--- src/common/uart_pkg.sv ---
package uart_pkg;

	//////////////////////////////
	// Frame format
	//////////////////////////////

	// Data bits per frame, LSB first on the line
	localparam int DATA_BITS = 8;
	// Ticks per bit, stop bit included
	localparam int OVERSAMPLE = 16;

	//////////////////////////////
	// Configuration
	//////////////////////////////

	// Divisor width and reset value
	// 100 MHz / (16 * 9600) = 651
	localparam int DIV_W = 16;
	localparam logic [DIV_W-1:0] DIV_RESET = 16'd651;

	// FIFO depth is 2**FIFO_AW
	localparam int FIFO_AW = 3;

	// Error counters, saturating
	localparam int CNT_W = 8;

	// Config write addresses
	localparam logic CFG_ADDR_DIV = 1'b0;
	localparam logic CFG_ADDR_CLR = 1'b1;

	//////////////////////////////
	// Shared structs
	//////////////////////////////

	// Received byte plus framing flag
	typedef struct packed {
		logic [DATA_BITS-1:0] data;
		logic                 frame_err;
	} rx_word_t;

	// Config write port
	typedef struct packed {
		logic             valid;
		logic             addr;
		logic [DIV_W-1:0] wdata;
	} cfg_wr_t;

	// Error counter readout
	typedef struct packed {
		logic [CNT_W-1:0] overrun_cnt;
		logic [CNT_W-1:0] frame_err_cnt;
	} cfg_status_t;

endpackage

--- src/hdl/sync_fifo.sv ---
`timescale 1ns/100ps

module sync_fifo #(
	parameter type payload_t = logic [7:0],
	parameter int  AW        = 3
) (
	input  logic     clk,
	input  logic     rst_n,
	input  logic     wr,
	input  payload_t w_data,
	input  logic     rd,
	output payload_t r_data,
	output logic     empty,
	output logic     full
);

	// Entry storage
	payload_t mem [0:(1<<AW)-1];

	// Pointers carry one extra wrap bit
	logic [AW:0] wr_ptr;
	logic [AW:0] rd_ptr;
	logic        do_wr;
	logic        do_rd;

	//////////////////////////////
	// Flags
	//////////////////////////////

	// Same address, wrap bits equal -> empty
	assign empty = (wr_ptr == rd_ptr);
	// Same address, wrap bits differ -> full
	assign full  = (wr_ptr[AW] != rd_ptr[AW]) &&
	               (wr_ptr[AW-1:0] == rd_ptr[AW-1:0]);

	// Pop only with data present
	assign do_rd = rd && !empty;
	// Push when room, or when a pop frees the slot this cycle
	assign do_wr = wr && (!full || do_rd);

	// Head always on the read port
	assign r_data = mem[rd_ptr[AW-1:0]];

	//////////////////////////////
	// Storage and pointers
	//////////////////////////////

	always_ff @(posedge clk) begin
		if (do_wr)
			mem[wr_ptr[AW-1:0]] <= w_data;
	end

	always_ff @(posedge clk) begin
		if (!rst_n) begin
			wr_ptr <= '0;
			rd_ptr <= '0;
		end else begin
			if (do_wr)
				wr_ptr <= wr_ptr + 1'b1;
			if (do_rd)
				rd_ptr <= rd_ptr + 1'b1;
		end
	end

endmodule

--- src/hdl/uart_baud_gen.sv ---
`timescale 1ns/100ps

module uart_baud_gen (
	input  logic                       clk,
	input  logic                       rst_n,
	input  logic [uart_pkg::DIV_W-1:0] divisor,
	output logic                       tick
);
	import uart_pkg::*;

	// Free-running count and the divisor in use
	logic [DIV_W-1:0] cnt;
	logic [DIV_W-1:0] div_q;
	logic             wrap;

	// Wrap at div_q - 1
	// Divisor 0 or 1 wraps every cycle
	// >= covers a count left past a smaller new divisor
	assign wrap = (div_q <= 1) || (cnt >= div_q - 1'b1);

	always_ff @(posedge clk) begin
		if (!rst_n) begin
			cnt   <= '0;
			div_q <= DIV_RESET;
			tick  <= 1'b0;
		end else begin
			// One-cycle pulse per wrap
			tick <= wrap;
			if (wrap) begin
				cnt <= '0;
				// New divisor only picked up here
				div_q <= divisor;
			end else begin
				cnt <= cnt + 1'b1;
			end
		end
	end

endmodule

--- src/hdl/uart_cfg_regs.sv ---
`timescale 1ns/100ps

module uart_cfg_regs (
	input  logic                        clk,
	input  logic                        rst_n,
	input  uart_pkg::cfg_wr_t           cfg,
	input  logic                        rx_done,
	input  logic                        rx_frame_err,
	input  logic                        rx_fifo_full,
	output logic [uart_pkg::DIV_W-1:0]  divisor,
	output uart_pkg::cfg_status_t       status
);
	import uart_pkg::*;

	//////////////////////////////
	// Write decode
	//////////////////////////////

	logic wr_div;
	logic wr_clr;

	assign wr_div = cfg.valid && (cfg.addr == CFG_ADDR_DIV);
	assign wr_clr = cfg.valid && (cfg.addr == CFG_ADDR_CLR);

	// Byte lost when rx_done fires with the rx FIFO full
	logic overrun_ev;
	logic frame_err_ev;

	assign overrun_ev   = rx_done && rx_fifo_full;
	assign frame_err_ev = rx_done && rx_frame_err;

	//////////////////////////////
	// Registers
	//////////////////////////////

	always_ff @(posedge clk) begin
		if (!rst_n) begin
			divisor <= DIV_RESET;
			status  <= '0;
		end else begin
			if (wr_div)
				divisor <= cfg.wdata;
			// Clear wins over a same-cycle increment
			if (wr_clr) begin
				status <= '0;
			end else begin
				// Saturate at all ones
				if (overrun_ev && (status.overrun_cnt != '1))
					status.overrun_cnt <= status.overrun_cnt + 1'b1;
				if (frame_err_ev && (status.frame_err_cnt != '1))
					status.frame_err_cnt <= status.frame_err_cnt + 1'b1;
			end
		end
	end

endmodule

--- src/hdl/uart_top.sv ---
`timescale 1ns/100ps

module uart_top (
	input  logic                           clk,
	input  logic                           rst_n,
	// Serial line
	input  logic                           rx,
	output logic                           tx,
	// Transmit side
	input  logic                           wr_uart,
	input  logic [uart_pkg::DATA_BITS-1:0] w_data,
	output logic                           tx_full,
	// Receive side
	input  logic                           rd_uart,
	output uart_pkg::rx_word_t             r_word,
	output logic                           rx_empty,
	// Configuration
	input  uart_pkg::cfg_wr_t              cfg,
	output uart_pkg::cfg_status_t          status
);
	import uart_pkg::*;

	logic                 tick;
	logic [DIV_W-1:0]     divisor;
	logic                 rx_done;
	rx_word_t             rx_word;
	logic                 rx_fifo_full;
	logic                 tx_empty;
	logic                 tx_pop;
	logic [DATA_BITS-1:0] tx_fifo_data;

	//////////////////////////////
	// Timing and config
	//////////////////////////////

	uart_baud_gen u_baud_gen (
		.clk     (clk),
		.rst_n   (rst_n),
		.divisor (divisor),
		.tick    (tick)
	);

	uart_cfg_regs u_cfg_regs (
		.clk          (clk),
		.rst_n        (rst_n),
		.cfg          (cfg),
		.rx_done      (rx_done),
		.rx_frame_err (rx_word.frame_err),
		.rx_fifo_full (rx_fifo_full),
		.divisor      (divisor),
		.status       (status)
	);

	//////////////////////////////
	// Receive path
	//////////////////////////////

	uart_rx u_rx (
		.clk     (clk),
		.rst_n   (rst_n),
		.rx      (rx),
		.tick    (tick),
		.rx_done (rx_done),
		.rx_word (rx_word)
	);

	// rx_done while full drops the byte
	sync_fifo #(
		.payload_t (rx_word_t),
		.AW        (FIFO_AW)
	) u_rx_fifo (
		.clk    (clk),
		.rst_n  (rst_n),
		.wr     (rx_done),
		.w_data (rx_word),
		.rd     (rd_uart),
		.r_data (r_word),
		.empty  (rx_empty),
		.full   (rx_fifo_full)
	);

	//////////////////////////////
	// Transmit path
	//////////////////////////////

	sync_fifo #(
		.payload_t (logic [DATA_BITS-1:0]),
		.AW        (FIFO_AW)
	) u_tx_fifo (
		.clk    (clk),
		.rst_n  (rst_n),
		.wr     (wr_uart),
		.w_data (w_data),
		.rd     (tx_pop),
		.r_data (tx_fifo_data),
		.empty  (tx_empty),
		.full   (tx_full)
	);

	uart_tx u_tx (
		.clk        (clk),
		.rst_n      (rst_n),
		.tick       (tick),
		.fifo_empty (tx_empty),
		.fifo_data  (tx_fifo_data),
		.tx_pop     (tx_pop),
		.tx         (tx)
	);

endmodule

--- src/uart_rx/uart_rx.sv ---
`timescale 1ns/100ps

module uart_rx (
	input  logic               clk,
	input  logic               rst_n,
	input  logic               rx,
	input  logic               tick,
	output logic               rx_done,
	output uart_pkg::rx_word_t rx_word
);
	import uart_pkg::*;

	typedef enum logic [1:0] {
		IDLE,
		START,
		DATA,
		STOP
	} state_t;

	state_t                        state;
	logic                          rx_meta;
	logic                          rx_s;
	logic [$clog2(OVERSAMPLE)-1:0] tick_cnt;
	logic [$clog2(DATA_BITS)-1:0]  bit_cnt;
	logic [DATA_BITS-1:0]          shreg;
	// Stop bit already sampled, waiting for line high
	logic                          stop_seen;
	logic                          mid_start;
	logic                          bit_end;

	//////////////////////////////
	// Input synchronizer
	//////////////////////////////

	// Reset to idle level so no false start
	always_ff @(posedge clk) begin
		if (!rst_n) begin
			rx_meta <= 1'b1;
			rx_s    <= 1'b1;
		end else begin
			rx_meta <= rx;
			rx_s    <= rx_meta;
		end
	end

	// Middle of start bit, then every 16 ticks
	assign mid_start = tick && (tick_cnt == OVERSAMPLE/2 - 1);
	assign bit_end   = tick && (tick_cnt == OVERSAMPLE - 1);

	//////////////////////////////
	// Control FSM
	//////////////////////////////

	always_ff @(posedge clk) begin
		if (!rst_n) begin
			state     <= IDLE;
			tick_cnt  <= '0;
			bit_cnt   <= '0;
			stop_seen <= 1'b0;
			rx_done   <= 1'b0;
		end else begin
			rx_done <= 1'b0;
			// Counter wraps 15 -> 0 on its own
			if (tick)
				tick_cnt <= tick_cnt + 1'b1;
			case (state)
				IDLE: begin
					if (!rx_s) begin
						state    <= START;
						tick_cnt <= '0;
					end
				end
				START: begin
					if (mid_start) begin
						// Line back high means a glitch
						state    <= rx_s ? IDLE : DATA;
						tick_cnt <= '0;
						bit_cnt  <= '0;
					end
				end
				DATA: begin
					if (bit_end) begin
						if (bit_cnt == DATA_BITS - 1)
							state <= STOP;
						else
							bit_cnt <= bit_cnt + 1'b1;
					end
				end
				STOP: begin
					if (stop_seen) begin
						// Hold off until the low stop bit ends
						if (rx_s) begin
							state     <= IDLE;
							stop_seen <= 1'b0;
						end
					end else if (bit_end) begin
						// Word goes out even on a bad stop bit
						rx_done <= 1'b1;
						if (rx_s)
							state <= IDLE;
						else
							stop_seen <= 1'b1;
					end
				end
				default: state <= IDLE;
			endcase
		end
	end

	//////////////////////////////
	// Data path
	//////////////////////////////

	always_ff @(posedge clk) begin
		// LSB first, shift in from the top
		if ((state == DATA) && bit_end)
			shreg <= {rx_s, shreg[DATA_BITS-1:1]};
		if ((state == STOP) && !stop_seen && bit_end) begin
			rx_word.data      <= shreg;
			rx_word.frame_err <= !rx_s;
		end
	end

endmodule

--- src/uart_tx/uart_tx.sv ---
`timescale 1ns/100ps

module uart_tx (
	input  logic                           clk,
	input  logic                           rst_n,
	input  logic                           tick,
	input  logic                           fifo_empty,
	input  logic [uart_pkg::DATA_BITS-1:0] fifo_data,
	output logic                           tx_pop,
	output logic                           tx
);
	import uart_pkg::*;

	typedef enum logic [1:0] {
		IDLE,
		START,
		DATA,
		STOP
	} state_t;

	state_t                        state;
	logic [$clog2(OVERSAMPLE)-1:0] tick_cnt;
	logic [$clog2(DATA_BITS)-1:0]  bit_cnt;
	// Frame byte, held for the whole frame
	logic [DATA_BITS-1:0]          shreg;
	logic                          bit_end;

	// Frame starts on a tick with data waiting
	// Pop and latch on the same edge
	assign tx_pop  = (state == IDLE) && tick && !fifo_empty;
	assign bit_end = tick && (tick_cnt == OVERSAMPLE - 1);

	//////////////////////////////
	// Control FSM
	//////////////////////////////

	always_ff @(posedge clk) begin
		if (!rst_n) begin
			state    <= IDLE;
			tick_cnt <= '0;
			bit_cnt  <= '0;
			tx       <= 1'b1;
		end else begin
			// 16 ticks per bit, wraps by itself
			if (tick)
				tick_cnt <= tick_cnt + 1'b1;
			case (state)
				IDLE: begin
					tx <= 1'b1;
					if (tx_pop) begin
						state    <= START;
						tick_cnt <= '0;
						// Start bit
						tx <= 1'b0;
					end
				end
				START: begin
					if (bit_end) begin
						state   <= DATA;
						bit_cnt <= '0;
						tx      <= shreg[0];
					end
				end
				DATA: begin
					if (bit_end) begin
						if (bit_cnt == DATA_BITS - 1) begin
							state <= STOP;
							// Stop bit
							tx <= 1'b1;
						end else begin
							bit_cnt <= bit_cnt + 1'b1;
							tx      <= shreg[bit_cnt + 1'b1];
						end
					end
				end
				STOP: begin
					if (bit_end)
						state <= IDLE;
				end
				default: state <= IDLE;
			endcase
		end
	end

	//////////////////////////////
	// Data latch
	//////////////////////////////

	always_ff @(posedge clk) begin
		if (tx_pop)
			shreg <= fifo_data;
	end

endmodule
--- config.mk ---
export PLATFORM = sky130hd
export DESIGN_NAME = uart_top
export DESIGN_NICKNAME = d
export VERILOG_FILES = /design/src/common/uart_pkg.sv /design/src/hdl/sync_fifo.sv /design/src/hdl/uart_baud_gen.sv /design/src/hdl/uart_cfg_regs.sv /design/src/hdl/uart_top.sv /design/src/uart_rx/uart_rx.sv /design/src/uart_tx/uart_tx.sv
export SDC_FILE = /design/constraint.sdc
export NUM_CORES = 1
export LEC_CHECK = 0
export ABC_AREA = 1
export BUFFER_PORTS_ARGS = -buffer_cell sky130_fd_sc_hd__buf_4
export CAP_MARGIN = 20
export CORE_MARGIN = 2
export CORE_UTILIZATION = 60
export CTS_CLUSTER_SIZE = 28
export DETAILED_ROUTE_END_ITERATION = 7
export HOLD_SLACK_MARGIN = 0.1
export PLACE_DENSITY = 0.78
export SLEW_MARGIN = 40
export SYNTH_ARGS = -nofsm -noshare
export SYNTH_HDL_FRONTEND = slang
export SYNTH_SLANG_ARGS = --single-unit
--- constraint.sdc ---
create_clock -name clk -period 4 [get_ports clk]
set_input_delay 0.2 -clock clk [delete_from_list [all_inputs] [get_ports clk]]
set_output_delay 0.2 -clock clk [all_outputs]
set_load 0.01 [all_outputs]
==> flow_summary.ini, run 1 <==
[die]
die_x_um = 145
coreArea_mm2 = 0.0195
start_util_pct = 61.0
dieArea_mm2 = 0.0209
die-height_um = 145
ioPinCount = 59
rows = 51

[pwr]
p_total_w = 0.00586
power_density_mw_per_mm2 = 429
total_leakage_power_nw = 5.33
ir_worst_vdd_mv = 0.392

[worst_setup_path]
crit_required_ns = 4.45
worst_r2r_path_depth = 15
critPathKind = reg2reg
cp_data_arrival_time_ns = 3.29
cp-end-kind = flop
crit_fanout = 19
regToRegSetupSlack_ns = 1.17
startpoint_type = flop

[yosys]
yosysUniqueCellTypes = 42
synth_area_mm2 = 0.0119
synth_ff_type = edfxtp_1
syn_nets = 1297
synth_top_cell_by_area = edfxtp_1
yosysWarnings = 0
netlist_instances = 1230
ys_async_sr_fraction_pct = 0
ys_seq_area_share_pct = 58.7
synth_top_area_share_pct = 40.7
syn_area_per_cell_um2 = 9.66
yosys_register_bits = 268
synthTopCellsByArea = edfxtp_1, dfxtp_1, nand2_1
synth_edf_count = 161

[timing]
finalCriticalPeriod_ns = 2.83
tightestPinTransition_ns = 0.800
tns_ns = 0
fin_crit_sh_pct = 70.8
worst_clock_skew_ns = 0.0128
max_freq_mhz = 353
finalSetupViolations = 0
grt_setup_unrepaired = false
hold_viol = 0
slew_headroom_pct = 46.5
slew_viol_final = 0

[place]
dp.cells = 1517
hpwl_um = 15000
gp_congestion = 0.895
numPortBuffers = 58

[grt]
grt_max_degree = 63
grt_usage_pct = 22.2
grt_antenna_before_repair = 0
grt_pass1_vias = 8117
grt_overflow = 0
grt_pass1_wl_um = 37600

[cts]
htreeDepth = 1
cts-root-buf = clkbuf_16
ctsResizeCount = 0
clk_latency_ns = 0.53
cts_tree = yes
cts_buffer_depth = 3
cts.clk_slew.worst_paths_ns = 0.06
numCtsBuffers = 27
cts_sinks = 268

[routing]
routed_via_density = 5.37
drt_iter0_markers = 529
postRouteAntennaNets = 0
wl_um = 23000
detail_route.first_pass.iterations = 5
drc = 0
wl_per_cell_um = 14.4
num_vias = 8563

[layout]
drive_above_1_share_pct = 11.4
fin_cells = 1595
diodes = 0
fin_util_pct = 70.1
fillers = 1440
area_growth_syn_to_layout_pct = 14.9
final_nets = 1378

[worst_hold_path]
hold_depth = 2
hold_path.class = in2reg

[flow_run]
maxCapViolCount = 0

[outcome]
status = finished, final reports clean
final cells by class:
class / instances / area [um2] / area share [%]
Sequential cell: 268 / 6980 / 51.1
Multi-Input combinational cell: 820 / 4330 / 31.8
Inverter: 99 / 373 / 2.73
Clock inverter: 11 / 110 / 0.807
Tap cell: 265 / 332 / 2.43
Clock buffer: 37 / 733 / 5.37
Timing Repair Buffer: 95 / 788 / 5.78
synth_stat cells, types with 5 or more instances:
master / number
clkbuf_1: 26
xnor2_1: 19
xor2_1: 31
nor2_1: 189
nor3_1: 20
nand3_1: 69
ha_1: 36
nand2_1: 236
nand2_4: 5
o32ai_1: 18
o22ai_1: 16
inv_1: 90
nand4_1: 23
dfxtp_1: 107
a21oi_1: 41
buf_2: 8
edfxtp_1: 161
inv_2: 7
nor2_2: 13
o21ai_0: 78
cells by family (layout without fill, tap and decap cells):
logic type | Yosys count | count (layout) | synth area share [%]
buf+inv | 142 | 242 | 5.02
simple gates | 577 | 577 | 21.4
flops | 268 | 268 | 58.7
fa+ha+maj | 36 | 36 | 3.79
compound gates | 157 | 157 | 7.40
xor+xnor | 50 | 50 | 3.69
path summary, 6_finish.rpt:
kind,startpoint,to
worst min-delay path,rst_n,u_baud_gen.div_q[9]$_SDFFE_PN1P_
worst max register to register,u_baud_gen.div_q[0]$_SDFFE_PN1P_,u_baud_gen.cnt[14]$_SDFF_PP0_
worst max-delay path,u_baud_gen.div_q[0]$_SDFFE_PN1P_,u_baud_gen.cnt[14]$_SDFF_PP0_
worst min register to register,u_rx.shreg[0]$_DFFE_PP_,u_rx.rx_word[1]$_DFFE_PP_
routing by layer:
layer | track usage, % | up-vias | share of wire (%)
met3 | 3.06 | 50 | 4.7
met5 | 0 | - | 0
met1 | 28.9 | 3983 | 44
li1 | - | 4312 | -
met4 | 5.72 | 0 | 2.3
met2 | 39.3 | 218 | 49
state kept, by name, indices dropped and copies added (netlist names), 8 cells and up, named ones only:
signal,count
u_rx.rx_word,9
u_rx.shreg,8
u_tx.shreg,8
u_baud_gen.div_q,16
u_cfg_regs.divisor,16
u_baud_gen.cnt,16
u_rx_fifo.mem,72
u_cfg_regs.status,16
u_tx_fifo.mem,64
power by group:
group	switching, W	internal (W)
Combinational	0.000274	0.000185
Sequential	0.0000454	0.00296
Clock	0.000990	0.00141
cell usage in the layout, fill, tap and decap left out, types with 4 or more instances in the layout:
master,n
inv_1,90
buf_4,65
clkinv_1,4
nand4_1,23
clkinv_2,4
edfxtp_1,161
nand3_1,69
nand2_4,5
inv_2,7
o21ai_0,78
nor2_1,184
xnor2_1,19
clkbuf_16,27
nand2_1,236
ha_1,36
nor2_2,18
nor3_1,18
clkbuf_1,8
dlygate4sd3_1,30
xor2_1,31
dfxtp_1,105
o22ai_1,16
o32ai_1,18
a21oi_1,41
worst max-delay path, cell delays in order, from the launching register on:
cell and delay [ns]:
dfxtp_1 0.32, inv_1 0.12, ha_1 0.26, nand2_1 0.11
nor3_1 0.24, nand2_1 0.11, xnor2_1 0.14, inv_1 0.05
ha_1 0.27, nand2_1 0.09, nor2_1 0.05, nand2_1 0.06
nand2_1 0.11, nor2_8 0.33, nand3_4 0.28, nor2_1 0.18
stage by stage:
step | hold WS [ns] | area, um2 | setup slack, ns
4_1_cts | 0.165 | 13600 | 1.18
3_5_place_dp | 0.409 | 12500 | 1.18
3_3_place_gp | 0.404 | 12500 | 1.25
6_report | 0.185 | 13600 | 1.17
2_1_floorplan | 0.299 | 11900 | 1.57
5_1_grt | 0.201 | 13600 | 0.880
what timing repair did:
item	4_1_cts	5_1_grt
hold buffers	30	0
endpoints found under the hold margin	90	0
buffers inserted	0	0
Power figures use the tool's default switching activity.
==> run 2, diff against run 1 <==
Settings changed: ABC_AREA 1 to 0, CORE_UTILIZATION 60 to 55, PLACE_DENSITY 0.78 to 0.76.
Clock period 4 ns to 2.5 ns, I/O delays scaled along.
==> run 2 against run 1 <==
  * The run now ends with setup timing left
  * Sequential share of layout area is 1.2 points lower
  * Worst setup slack worse by 1.6 ns
  * Maximum frequency decreased by 3.2%
==> flow_summary.ini, run 2 <==
[routing]
postRouteAntennaNets = 0
detail_route.first_pass.iterations = 5
num_vias = 6890
drc = 0
drt_iter0_markers = 352
wl_um = 21400
wl_per_cell_um = 16.7
routed_via_density = 5.37

[pwr]
internal_power_w = 0.00748
total_leakage_power_nw = 5.01
p_sw_share_pct = 19.4
ir_worst_vdd_mv = 0.572
power_density_mw_per_mm2 = 664
switching_power_w = 0.00181
power_frac_seq_pct = 50.9
p_total_w = 0.00929
p_clk_share_pct = 45.1
combPwrFrac_pct = 4.0

[yosys]
ys_async_sr_fraction_pct = 0
synth.most_common_cell = edfxtp_1
netlist_instances = 822
yosysWarnings = 0
synth_edf_count = 161
synth_top_family_by_area = simple AND/OR/NAND/NOR gates
yosys.area_share.simple_pct = 11.3
synth_ff_type = edfxtp_1
synth_top_area_share_pct = 43.1
synth-adder-area-share_pct = 4.02
yosys_register_bits = 268
ys_seq_area_share_pct = 62.2
synthXorXnorAreaFrac_pct = 4.96
synth-compound-area-share_pct = 5.70
synth_common_cells = edfxtp_1, dfxtp_1, nand2_1, nor2_1
synthTopCellsByArea = edfxtp_1, dfxtp_1, mux4_2
synth_top_cell_by_area = edfxtp_1
syn_nets = 889
syn_area_per_cell_um2 = 13.6
synth_mux_area_share_pct = 9.84
synth_area_mm2 = 0.0112
yosysUniqueCellTypes = 55

[cts]
clk_latency_ns = 0.52
htreeDepth = 1
cts_tree = yes
cts_sinks = 268
cts_buffer_depth = 3
cts-root-buf = clkbuf_16
numCtsBuffers = 26
cts.clk_slew.worst_paths_ns = 0.06

[layout]
final_nets = 1060
largest_reg_flops = 72
layout_common_cells = edfxtp_1, buf_4, dfxtp_1, nand2_1, dlygate4sd3_1
drive_above_1_share_pct = 25.2
fillers = 1307
final_common_cell = edfxtp_1
area_growth_syn_to_layout_pct = 24.7
diodes = 0
fin_util_pct = 69.6

[timing]
fin_crit_sh_pct = 117
setup_ws_ns = -0.424
max_freq_mhz = 342
finalCriticalPeriod_ns = 2.92
hold_viol = 0
slew_headroom_pct = 51.3
finalSetupViolations = 33
slew_viol_final = 0
grt_setup_unrepaired = true
worst_clock_skew_ns = 0.00964
tightestPinTransition_ns = 0.729

[die]
die_x_um = 147
coreArea_mm2 = 0.0201
start_util_pct = 55.8
die-height_um = 147
rows = 52
dieArea_mm2 = 0.0216
ioPinCount = 59

[grt]
grt_pass1_vias = 7021
grt_pass1_wl_um = 35400
grt_antenna_before_repair = 0
grt_overflow = 0
grt_max_degree = 46
grt_usage_pct = 20.5

[outcome]
status = finished, violations left
failed_checks = setup timing

[worst_hold_path]
hold_path.class = in2reg

[worst_setup_path]
critPathKind = reg2reg
cp-end-kind = flop
cp_data_arrival_time_ns = 3.34
crit_required_ns = 2.91
crit_fanout = 14
startpoint_type = flop

[place]
dp_slack_ns = -0.589
hpwl_um = 13100
gp_congestion = 0.807
numPortBuffers = 58

[flow_run]
maxCapViolCount = 0
## run 2: path summary, 6_finish.rpt
check	from	to	slack, ns	cells past startpoint
setup / recovery	u_baud_gen.div_q[5]$_SDFFE_PN0P_	u_baud_gen.div_q[6]$_SDFFE_PN0P_	-0.42	13
hold / removal	cfg[17]	u_cfg_regs.divisor[13]$_SDFFE_PN0P_	0.18	4
setup reg to reg	u_baud_gen.div_q[5]$_SDFFE_PN0P_	u_baud_gen.div_q[6]$_SDFFE_PN0P_	-0.42	13
hold reg to reg	u_rx.rx_meta$_SDFF_PN1_	u_rx.rx_s$_SDFF_PN1_	0.41	1
## run 2: cell type report
class | instances | area, um2 | share of cell area [%]
clock buffer | 32 | 694 | 4.96
clock inverter | 16 | 238 | 1.70
timing repair buffer | 174 | 1480 | 10.6
multi-input combinational | 505 | 4190 | 30.0
sequential | 268 | 6980 | 49.9
inverter | 18 | 67.6 | 0.483
tap | 270 | 338 | 2.42
## run 2: cells by family after synthesis
logic type,Yosys count
flip-flops,268
AND/OR/NAND/NOR,253
AO/OA/AOI/OAI,91
multiplexers,63
XOR/XNOR,61
buffers and inverters,50
adder cells (fa/ha/maj),36
## run 2: per-layer routing
| layer | track usage (%) | vias up | routed length [um] |
|---|---|---|---|
| met3 | 2.58 | 30 | 704 |
| met5 | 0 | - | 0 |
| met1 | 25.8 | 3337 | 9060 |
| met4 | 5.78 | 0 | 416 |
| met2 | 37.4 | 128 | 11200 |
| li1 | - | 3395 | - |
## run 2: through the flow
| stage | setup TNS, ns | std cells | hold WS, ns | area (um2) |
|---|---|---|---|---|
| floorplan | -4.90 | 822 | 0.224 | 11300 |
| global route | -17.09 | 1283 | 0.246 | 14000 |
| finish | -11.88 | 1283 | 0.176 | 14000 |
| detailed placement | -12.75 | 1182 | 0.347 | 12400 |
| global placement | -9.65 | 1182 | 0.336 | 12400 |
| CTS | -11.52 | 1282 | 0.167 | 13900 |
## run 2: power by group through the flow
stage	Clock [W]	Combinational [W]	Sequential, W
floorplan	0	0.000171	0.00482
global placement	0	0.000285	0.00482
detailed placement	0	0.000291	0.00482
CTS	0.00426	0.000351	0.00473
global route	0.00445	0.000407	0.00473
finish	0.00419	0.000368	0.00473
## run 2: what timing repair did
item | CTS | global route
setup endpoints to repair | 33 | 33
buffers inserted | 1 | 0
gates cloned | 1 | 1
endpoints found under the hold margin | 91 | 0
hold buffers | 50 | 0
pin swaps | 4 | 8
resized for setup | 5 | 23
## run 2: worst max-delay path: stages, from the launching register on
cell and delay [ns]:
dfxtp_2 0.33, nor4_4 0.28, nand2_1 0.10, or4_4 0.48, nor4_4 0.17, xnor2_1 0.13, ha_1 0.29, nand4_1 0.09
a31oi_1 0.20, o21ai_2 0.09, buf_6 0.14, and3_4 0.17, buf_12 0.14, a22o_1 0.19
